## config.mk

```make
export PLATFORM = sky130hd
export DESIGN_NAME = sbox_array_top
export DESIGN_NICKNAME = d
export VERILOG_FILES = /design/src/common/sbox_pkg.sv /design/src/gf_power/gf64_power40.sv /design/src/hdl/sbox_lane.sv /design/src/hdl/lane_dispatcher.sv /design/src/hdl/lane_collector.sv /design/src/hdl/sbox_array_top.sv
export SDC_FILE = /design/constraint.sdc
export NUM_CORES = 1
export LEC_CHECK = 0
export ABC_CLOCK_PERIOD_IN_PS = 3200
export BUFFER_PORTS_ARGS = -buffer_cell sky130_fd_sc_hd__buf_2
export CAP_MARGIN = 20
export CORE_ASPECT_RATIO = 1.25
export CORE_MARGIN = 2
export CORE_UTILIZATION = 30
export CTS_BUF_LIST = sky130_fd_sc_hd__clkbuf_2
export DETAILED_ROUTE_END_ITERATION = 8
export PLACE_DENSITY_LB_ADDON = 0.1
export SYNTH_ARGS = -nofsm -noshare
export SYNTH_HDL_FRONTEND = slang
export SYNTH_SLANG_ARGS = --single-unit
```

## constraint.sdc

```tcl
create_clock -name clk -period 3.2 [get_ports clk]
set_input_delay 0.32 -clock clk [delete_from_list [all_inputs] [get_ports clk]]
set_output_delay 0.32 -clock clk [all_outputs]
set_load 0.05 [all_outputs]
```

## src/common/sbox_pkg.sv

```systemverilog
package sbox_pkg;

  // field element of gf(2^6) in the outer polynomial basis.
  typedef logic [5:0] gf64_t;

  // gf(4) digit in normal basis, three of them make one composite-field element.
  typedef logic [1:0] gf4_t;

  localparam int NUM_LANES = 4;

  typedef logic [$clog2(NUM_LANES)-1:0] lane_idx_t;

  // Row k selects the input bits whose xor gives output bit k.
  localparam gf64_t ISO_ROWS [6] = '{
    6'b000001,  // b0 = a0.
    6'b011001,  // b1 = a0 ^ a3 ^ a4.
    6'b011010,  // b2 = a1 ^ a3 ^ a4.
    6'b101011,  // b3 = a0 ^ a1 ^ a3 ^ a5.
    6'b101101,  // b4 = a0 ^ a2 ^ a3 ^ a5.
    6'b001100   // b5 = a2 ^ a3.
  };

  // maps gf((2^2)^3) back into the polynomial basis.
  localparam gf64_t INV_ISO_ROWS [6] = '{
    6'b111110,  // b0 = a1 ^ a2 ^ a3 ^ a4 ^ a5.
    6'b011111,  // b1 = a0 ^ a1 ^ a2 ^ a3 ^ a4.
    6'b100111,  // b2 = a0 ^ a1 ^ a2 ^ a5.
    6'b011101,  // b3 = a0 ^ a2 ^ a3 ^ a4.
    6'b010010,  // b4 = a1 ^ a4.
    6'b010001   // b5 = a0 ^ a4.
  };

endpackage

```

## src/gf_power/gf64_power40.sv

```systemverilog
`timescale 1ns/1ps

module gf64_power40 import sbox_pkg::*; (
  input  gf64_t x,
  output gf64_t y
);

  // Linear change of basis, one xor tree per output bit.
  function automatic gf64_t lin_map(input gf64_t rows [6], input gf64_t a);
    gf64_t r;
    for (int k = 0; k < 6; k++) begin
      r[k] = ^(rows[k] & a);
    end
    return r;
  endfunction

  // squaring in a normal basis is a swap of the two coordinates.
  function automatic gf4_t gf4_sq(input gf4_t a);
    return {a[0], a[1]};
  endfunction

  function automatic gf4_t gf4_mul(input gf4_t a, input gf4_t b);
    logic t;
    t = (a[0] & b[1]) ^ (a[1] & b[0]);  // shared cross term.
    return {(a[0] & b[0]) ^ t, (a[1] & b[1]) ^ t};
  endfunction

  // c selects the constant: 0, 1, the generator or the generator squared.
  function automatic gf4_t gf4_cmul(input gf4_t a, input logic [1:0] c);
    gf4_t r;
    case (c)
      2'd0: r = '0;
      2'd1: r = a;
      2'd2: r = {a[0] ^ a[1], a[1]};
      default: r = {a[0], a[0] ^ a[1]};
    endcase
    return r;
  endfunction

  gf64_t w;
  gf64_t p;
  gf4_t  d [3];
  gf4_t  s [3];
  gf4_t  t [6];
  gf4_t  z [3];

  assign w = lin_map(ISO_ROWS, x);

  assign d[0] = w[1:0];
  assign d[1] = w[3:2];
  assign d[2] = w[5:4];

  assign s[0] = gf4_sq(d[0]);
  assign s[1] = gf4_sq(d[1]);
  assign s[2] = gf4_sq(d[2]);

  // Six terms feed the output digits: the digits and the pairwise products of squares.
  assign t[0] = d[0];
  assign t[1] = d[1];
  assign t[2] = d[2];
  assign t[3] = gf4_mul(s[0], s[1]);
  assign t[4] = gf4_mul(s[0], s[2]);
  assign t[5] = gf4_mul(s[1], s[2]);

  assign z[0] = gf4_cmul(t[0], 2'd1) ^ gf4_cmul(t[1], 2'd2) ^
                gf4_cmul(t[2], 2'd0) ^ gf4_cmul(t[3], 2'd1) ^
                gf4_cmul(t[4], 2'd2) ^ gf4_cmul(t[5], 2'd0);

  assign z[1] = gf4_cmul(t[0], 2'd0) ^ gf4_cmul(t[1], 2'd2) ^
                gf4_cmul(t[2], 2'd2) ^ gf4_cmul(t[3], 2'd0) ^
                gf4_cmul(t[4], 2'd2) ^ gf4_cmul(t[5], 2'd2);

  assign z[2] = gf4_cmul(t[0], 2'd0) ^ gf4_cmul(t[1], 2'd1) ^
                gf4_cmul(t[2], 2'd3) ^ gf4_cmul(t[3], 2'd1) ^
                gf4_cmul(t[4], 2'd0) ^ gf4_cmul(t[5], 2'd1);

  assign p = {z[2], z[1], z[0]};
  assign y = lin_map(INV_ISO_ROWS, p);

endmodule

```

## src/hdl/sbox_lane.sv

```systemverilog
`timescale 1ns/1ps

module sbox_lane import sbox_pkg::*; (
  input  logic  clk,
  input  logic  reset,
  input  logic  load,
  input  gf64_t data,
  input  logic  take,
  output logic  busy,
  output gf64_t result
);

  gf64_t power;

  gf64_power40 u_power (
    .x(data),
    .y(power)
  );

  // A lane holds one symbol from load until the collector frees it.
  always_ff @(posedge clk) begin
    if (reset) begin
      busy <= 1'b0;
    end else if (load) begin
      busy <= 1'b1;
    end else if (take) begin
      busy <= 1'b0;
    end
  end

  // data is already held stable by the dispatcher, so the power map settles in the load cycle.
  always_ff @(posedge clk) begin
    if (load) begin
      result <= power;  // held until the next load.
    end
  end

endmodule

```

## src/hdl/lane_dispatcher.sv

```systemverilog
`timescale 1ns/1ps

module lane_dispatcher import sbox_pkg::*; (
  input  logic  clk,
  input  logic  reset,
  input  logic  in_req,
  input  gf64_t in_data,
  output logic  in_ack,
  input  logic  lane_busy [NUM_LANES],
  output logic  load [NUM_LANES],
  output gf64_t lane_data
);

  typedef enum logic [1:0] {
    IDLE,
    LOAD,
    ACK,
    WAIT_RELEASE  // stalled until the collector frees the lane at wr_ptr.
  } disp_state_t;

  disp_state_t state;
  lane_idx_t   wr_ptr;
  logic        lane_free;
  logic        accept;

  assign lane_free = !lane_busy[wr_ptr];
  assign accept = in_req && lane_free && (state == IDLE || state == WAIT_RELEASE);

  assign in_ack = (state == ACK);

  always_comb begin
    for (int i = 0; i < NUM_LANES; i++) begin
      load[i] = (state == LOAD) && (wr_ptr == lane_idx_t'(i));
    end
  end

  always_ff @(posedge clk) begin
    if (reset) begin
      state  <= IDLE;
      wr_ptr <= '0;
    end else begin
      case (state)
        IDLE: begin
          if (in_req) begin
            state <= lane_free ? LOAD : WAIT_RELEASE;
          end
        end
        WAIT_RELEASE: begin
          if (lane_free) begin
            state <= LOAD;
          end
        end
        LOAD: begin
          state  <= ACK;
          wr_ptr <= (wr_ptr == lane_idx_t'(NUM_LANES - 1)) ? '0 : wr_ptr + 1'b1;
        end
        ACK: begin
          if (!in_req) begin
            state <= IDLE;  // ack falls once the source has released req.
          end
        end
        default: begin
          state <= IDLE;
        end
      endcase
    end
  end

  // in_data is stable while in_req is high, so one capture serves the whole load cycle.
  always_ff @(posedge clk) begin
    if (accept) begin
      lane_data <= in_data;
    end
  end

endmodule

```

## src/hdl/lane_collector.sv

```systemverilog
`timescale 1ns/1ps

module lane_collector import sbox_pkg::*; (
  input  logic  clk,
  input  logic  reset,
  input  logic  lane_busy [NUM_LANES],
  input  gf64_t lane_result [NUM_LANES],
  output logic  take [NUM_LANES],
  output logic  out_req,
  output gf64_t out_data,
  input  logic  out_ack
);

  typedef enum logic [1:0] {
    IDLE,
    OFFER,
    WAIT_RELEASE
  } coll_state_t;

  coll_state_t state;
  lane_idx_t   rd_ptr;
  logic        take_q;
  logic        start;

  // Same round-robin order as the dispatcher, which keeps results in input order.
  assign start = (state == IDLE) && lane_busy[rd_ptr] && !out_ack;

  assign out_req = (state == OFFER);

  always_comb begin
    for (int i = 0; i < NUM_LANES; i++) begin
      take[i] = take_q && (rd_ptr == lane_idx_t'(i));
    end
  end

  always_ff @(posedge clk) begin
    if (reset) begin
      state  <= IDLE;
      rd_ptr <= '0;
      take_q <= 1'b0;
    end else begin
      take_q <= 1'b0;
      if (take_q) begin
        rd_ptr <= (rd_ptr == lane_idx_t'(NUM_LANES - 1)) ? '0 : rd_ptr + 1'b1;
      end
      case (state)
        IDLE: begin
          if (start) begin
            state <= OFFER;
          end
        end
        OFFER: begin
          if (out_ack) begin
            state  <= WAIT_RELEASE;
            take_q <= 1'b1;  // frees the lane while req drops.
          end
        end
        WAIT_RELEASE: begin
          if (!out_ack) begin
            state <= IDLE;
          end
        end
        default: begin
          state <= IDLE;
        end
      endcase
    end
  end

  always_ff @(posedge clk) begin
    if (start) begin
      out_data <= lane_result[rd_ptr];  // stays put for the whole offer.
    end
  end

endmodule

```

## src/hdl/sbox_array_top.sv

```systemverilog
`timescale 1ns/1ps

module sbox_array_top import sbox_pkg::*; (
  input  logic  clk,
  input  logic  reset,
  input  logic  in_req,
  input  gf64_t in_data,
  output logic  in_ack,
  output logic  out_req,
  output gf64_t out_data,
  input  logic  out_ack
);

  logic  load [NUM_LANES];
  logic  take [NUM_LANES];
  logic  lane_busy [NUM_LANES];
  gf64_t lane_result [NUM_LANES];
  gf64_t lane_data;

  lane_dispatcher u_dispatcher (
    .clk       (clk),
    .reset     (reset),
    .in_req    (in_req),
    .in_data   (in_data),
    .in_ack    (in_ack),
    .lane_busy (lane_busy),
    .load      (load),
    .lane_data (lane_data)
  );

  // every lane sees the same data bus, and only the one with load set captures it.
  for (genvar i = 0; i < NUM_LANES; i++) begin : g_lane
    sbox_lane u_lane (
      .clk    (clk),
      .reset  (reset),
      .load   (load[i]),
      .data   (lane_data),
      .take   (take[i]),
      .busy   (lane_busy[i]),
      .result (lane_result[i])
    );
  end

  lane_collector u_collector (
    .clk         (clk),
    .reset       (reset),
    .lane_busy   (lane_busy),
    .lane_result (lane_result),
    .take        (take),
    .out_req     (out_req),
    .out_data    (out_data),
    .out_ack     (out_ack)
  );

endmodule

```

# Word-level counts from Yosys, hierarchy flattened
# Cells that the tools add are included.
# word_totals
ff_bits,49
inputBits,10
elab_cells,140
# classes
add_sub_neg,2
n_lt_le_gt_ge,2
n_eq_ne,17
mux,29
bitwise,37
reduce_logical,38
# ops
operator,n
$reduce_xor 6->1,12
$mux 2,9
$xor 2x2->2,9
$eq 2x2->1 const B,7
$mux 1,13
$xor 1x1->1,13
$and 1x1->1,12
$bmux 6 s2,1
$logic_and 1x1->1,12
$mux 6,2
$eq 2x1->1 const B,4
$logic_not 2->1,4
$ne 2x2->1 const B,4
$pmux 2 s4,1
$reduce_bool 2->1,4
$ge 3x3->1 const B,2
$not 2->3,2
$pmux 2 s3,1
$reduce_and 3->1,2
$add 2x1->2 const B,2
$bmux 1 s2,2
$ne 2x1->1 const B,2
$logic_not 1->1,2
$reduce_or 2->1,1
2 further kinds,2

# Logic depth before layout (Yosys ltp)
# depth
depth_word,8
mapped_depth,10
ltp_nobuf,9

# Cells and area by module
# From an unflattened synthesis, not the netlist that was laid out.
# unflattened
hier_cells,394
area_unflattened_um2,4459.3
# modules_own_cells
mod,n_inst,cells_each,area_per_inst_um2
gf64_power40 at g_lane[0].u_lane.u_power ...,3,69,605.6
sbox_lane,4,10,219.0
lane_collector,1,42,653.1
lane_dispatcher,1,46,561.8
gf64_power40 at g_lane[3].u_lane.u_power,1,59,551.8

# Worst setup path after synthesis
# No wires, ideal clock.
# synth_timing
path_kind,register -> register
start,register u_dispatcher.lane_data[3]
end,register g_lane[0].u_lane.result[0] (data pin)
setup_time_ps,278
t_arrival_ps,2666
path_slack_ps,257
path_stages_with_launch,11
path_buffers,1
path_cell_list,edfxtp_1 > buf_4 > xor2_1 > ha_1 > xor2_2 > ha_1 > xnor2_1 > xnor2_1 > xnor3_1 > xnor2_1 > xnor3_1
# synth_between
elab_chain_len,8
elab_cells_between_ends,40
cone_classes,bitwise (34); reduce/logical (6)
# synth_lines
element,line,source
from (decl),lane_dispatcher.sv:11,output gf64_t lane_data
from (signal assigned),lane_dispatcher.sv:72,lane_data <= in_data;
$reduce_xor 6->1,gf64_power40.sv:12,r[k] = ^(rows[k] & a);
$and 1x1->1,gf64_power40.sv:24,t = (a[0] & b[1]) ^ (a[1] & b[0]);
$xor 1x1->1,gf64_power40.sv:24,
$xor 1x1->1,gf64_power40.sv:25,"return {(a[0] & b[0]) ^ t, (a[1] & b[1]) ^ t};"
$xor 1x1->1,-,
$xor 2x2->2,gf64_power40.sv:70,"gf4_cmul(t[2], 2'd2) ^ gf4_cmul(t[3], 2'd0) ^"
$xor 2x2->2,gf64_power40.sv:71,"gf4_cmul(t[4], 2'd2) ^ gf4_cmul(t[5], 2'd2);"
$reduce_xor 6->1 (*),gf64_power40.sv:12,
net g_lane[0].u_lane.power[0],sbox_lane.sv:13,gf64_t power;
to (signal assigned),sbox_lane.sv:34,result <= power;
to (decl),sbox_lane.sv:10,output gf64_t result
# The timed path passes the listed nets; every way through them passes the cells marked *.
# A chain may end at the register's enable or synchronous reset.

# Worst setup path in the final report
# Same ends and word-level chain as after synthesis.

==> flow_summary.yaml <==
clocking:
  worstSkewPairLatency_ns: 0.44
  cts.path.max_buffers: 2
  cts_tree: "yes"
  cts.clk_slew.worst_paths_ns: 0.26
  htreeDepth: 2
  clkSinkCount: 49
  cts_buffers: 5
  post-cts-setup-buffer-count: 0
  cts_hold_buf: 0
  post_cts_resized: 0
  cts_root_buf: "clkbuf_2"
timing:
  fmax_mhz: 336
  finClkSkew_ns: 0.0363
  rsz0062_at_grt: "false"
  min_period_ns: 2.98
  tns_ns: 0
  finalSetupViolations: 0
  drv_slew: 0
  hold_viol_final: 0
  tightest_slew_ns: 0.866
  period_share: 0.931
  relSlewSlack: 0.421
routing:
  via_per_inst: 4.74
  first_iter_violations: 36
  drc: 0
  vias: 1465
  final_antenna_net_count: 0
  detail_route.first_pass.iterations: 3
  wl_per_cell_um: 14.7
  wl_um: 4540
place:
  gp_congestion: 0.815
  hpwl_um: 3430
  numPortBuffers: 17
worst_setup_path:
  endpoint_kind: "flip-flop"
  critPathKind: "reg2reg"
  crit_fanout: 4
  worst_ep_required_time_ns: 3.38
  crit_arrival_ns: 3.16
  reg2reg_depth: 9
  startpoint_type: "flip-flop"
min_path:
  holdPathStages: 2
  min_path_type: "in2reg"
logic_synthesis:
  synth_fp_nets: 218
  ys_seq_area_frac: 0.525
  synth-edff-count: 36
  yosysWarningCount: 0
  synth-seq-cells: 49
  postSynthAreaPerCell_um2: 13.3
  synth-async-reset-ratio: 0
  syn_inst: 192
  synth_ff_type: "edfxtp_1"
  yosys.cell_types.count: 41
  netlist_area_um2: 2550
floorplanning:
  ioPinCount: 18
  start_util: 0.310
  core_um2: 8240
  die_x_um: 86.5
  row_count: 37
  fp.dieH_um: 107
  dieArea_um2: 9270
finish:
  n_antenna_cell: 0
  layout-drive-gt1-share: 0.189
  area_delta_synth_final_pct: 9.41
  fillers: 816
  finalNetCount: 237
global_route:
  grt_use_total: 0.109
  grt_max_degree: 18
  grt_pass1_vias: 1564
  antenna_found_initial: 0
  grt_first_pass_wirelength_um: 7800
  grt.overflow.total: 0
status:
  outcome: "complete, no violations"
run:
  maxCapViolCount: 0
state kept, by name, indices dropped and copies added (netlist names):
| name | count |
|---|---|
| u_collector.take_q | 1 |
| u_collector.rd_ptr | 2 |
| u_dispatcher.lane_data | 6 |
| g_lane.u_lane.result | 24 |
| u_collector.state | 2 |
| u_dispatcher.wr_ptr | 2 |
| u_collector.out_data | 6 |
| g_lane.u_lane.busy | 4 |
| u_dispatcher.state | 2 |
synth_stat cells (4+ instances only):
library cell  count  share of area
nor2_1           15          0.022
edfxtp_1         36           0.42
mux2i_1           7          0.027
mux4_2            8          0.071
ha_1             16          0.078
a21oi_1           6          0.012
nand2_1           5         0.0074
xor2_1            6          0.021
inv_1             9          0.013
and2_1            6          0.015
o21ai_0           4         0.0078
xnor2_1          20          0.069
dfxtp_1          13           0.10
metal layers:
layer	global-route usage	vias up	routed length, um
met1	0.124	719	1950
met5	0	-	0
li1	-	722	-
met4	0.0368	0	71
met2	0.199	18	2420
met3	0.0239	6	101
cells by family (layout without fill, tap and decap cells):
kind of cell             after synthesis  in the layout  share of synthesized area
flip-flops                            49             49                      0.525
AO/OA/AOI/OAI                         21             21                     0.0534
AND/OR/NAND/NOR                       43             43                     0.0902
buffers and inverters                 17             37                     0.0284
adder cells (fa/ha/maj)               17             17                     0.0824
multiplexers                          15             15                     0.0980
XOR/XNOR                              30             30                      0.122
cell usage in the layout, fill, tap and decap left out, types with 2 or more instances in the layout:
cell type | synthesis | layout
edfxtp_1 | 36 | 36
nand2_1 | 5 | 5
and2_1 | 6 | 6
a21oi_1 | 6 | 6
mux2i_1 | 7 | 7
dfxtp_1 | 13 | 13
nor3_1 | 2 | 2
a21boi_0 | 2 | 2
xnor2_1 | 20 | 20
o21ai_0 | 4 | 4
xor2_1 | 6 | 6
nor2b_1 | 2 | 2
nor2_1 | 15 | 15
mux4_2 | 8 | 8
clkbuf_2 | 1 | 5
buf_4 | 1 | 3
nor3b_1 | 3 | 3
and3b_1 | 2 | 2
xnor3_1 | 3 | 3
buf_2 | 3 | 17
inv_1 | 9 | 9
a31oi_1 | 2 | 2
ha_1 | 16 | 16
cell type report:
type | count | area, um^2 | area share
Timing Repair Buffer | 20 | 108 | 0.0385
Multi-Input combinational cell | 126 | 1140 | 0.408
Clock inverter | 3 | 25.0 | 0.00896
Tap cell | 97 | 121 | 0.0435
Inverter | 9 | 33.8 | 0.0121
Clock buffer | 5 | 25.0 | 0.00896
Sequential cell | 49 | 1340 | 0.480
critical path, stage by stage (launching register included):
cell and delay, ns:
edfxtp_1 0.49, xor2_1 0.26, ha_1 0.32, xor2_2 0.21, ha_1 0.21, xnor2_1 0.13, xnor2_1 0.24, xnor3_1 0.27
xnor2_1 0.15, xnor3_1 0.47
path summary, 6_finish.rpt:
kind	startpoint	endpoint	slack, ns
worst max-delay path	u_dispatcher.lane_data[3]	g_lane[0].u_lane.result[0]	0.22
worst min-delay path	out_ack	u_collector.state[0]	0.05
worst min register to register	g_lane[2].u_lane.busy	g_lane[2].u_lane.busy	0.54
worst max register to register	u_dispatcher.lane_data[3]	g_lane[0].u_lane.result[0]	0.22
metrics by stage:
step           cell area (um^2)   util  hold WS, ns  instances  setup slack, ns
2_1_floorplan              2550      -        0.397        192            0.257
3_3_place_gp               2740  0.333        0.477        301            0.269
3_5_place_dp               2740  0.333        0.499        301            0.224
4_1_cts                    2790  0.339       0.0292        309            0.192
5_1_grt                    2790  0.339      0.00632        309          0.00891
6_report                   2790  0.339       0.0511        309            0.222
Power is left out: the tool's default activity adds up to more than one toggle a clock period on the data nets, which glitch-free logic cannot reach.
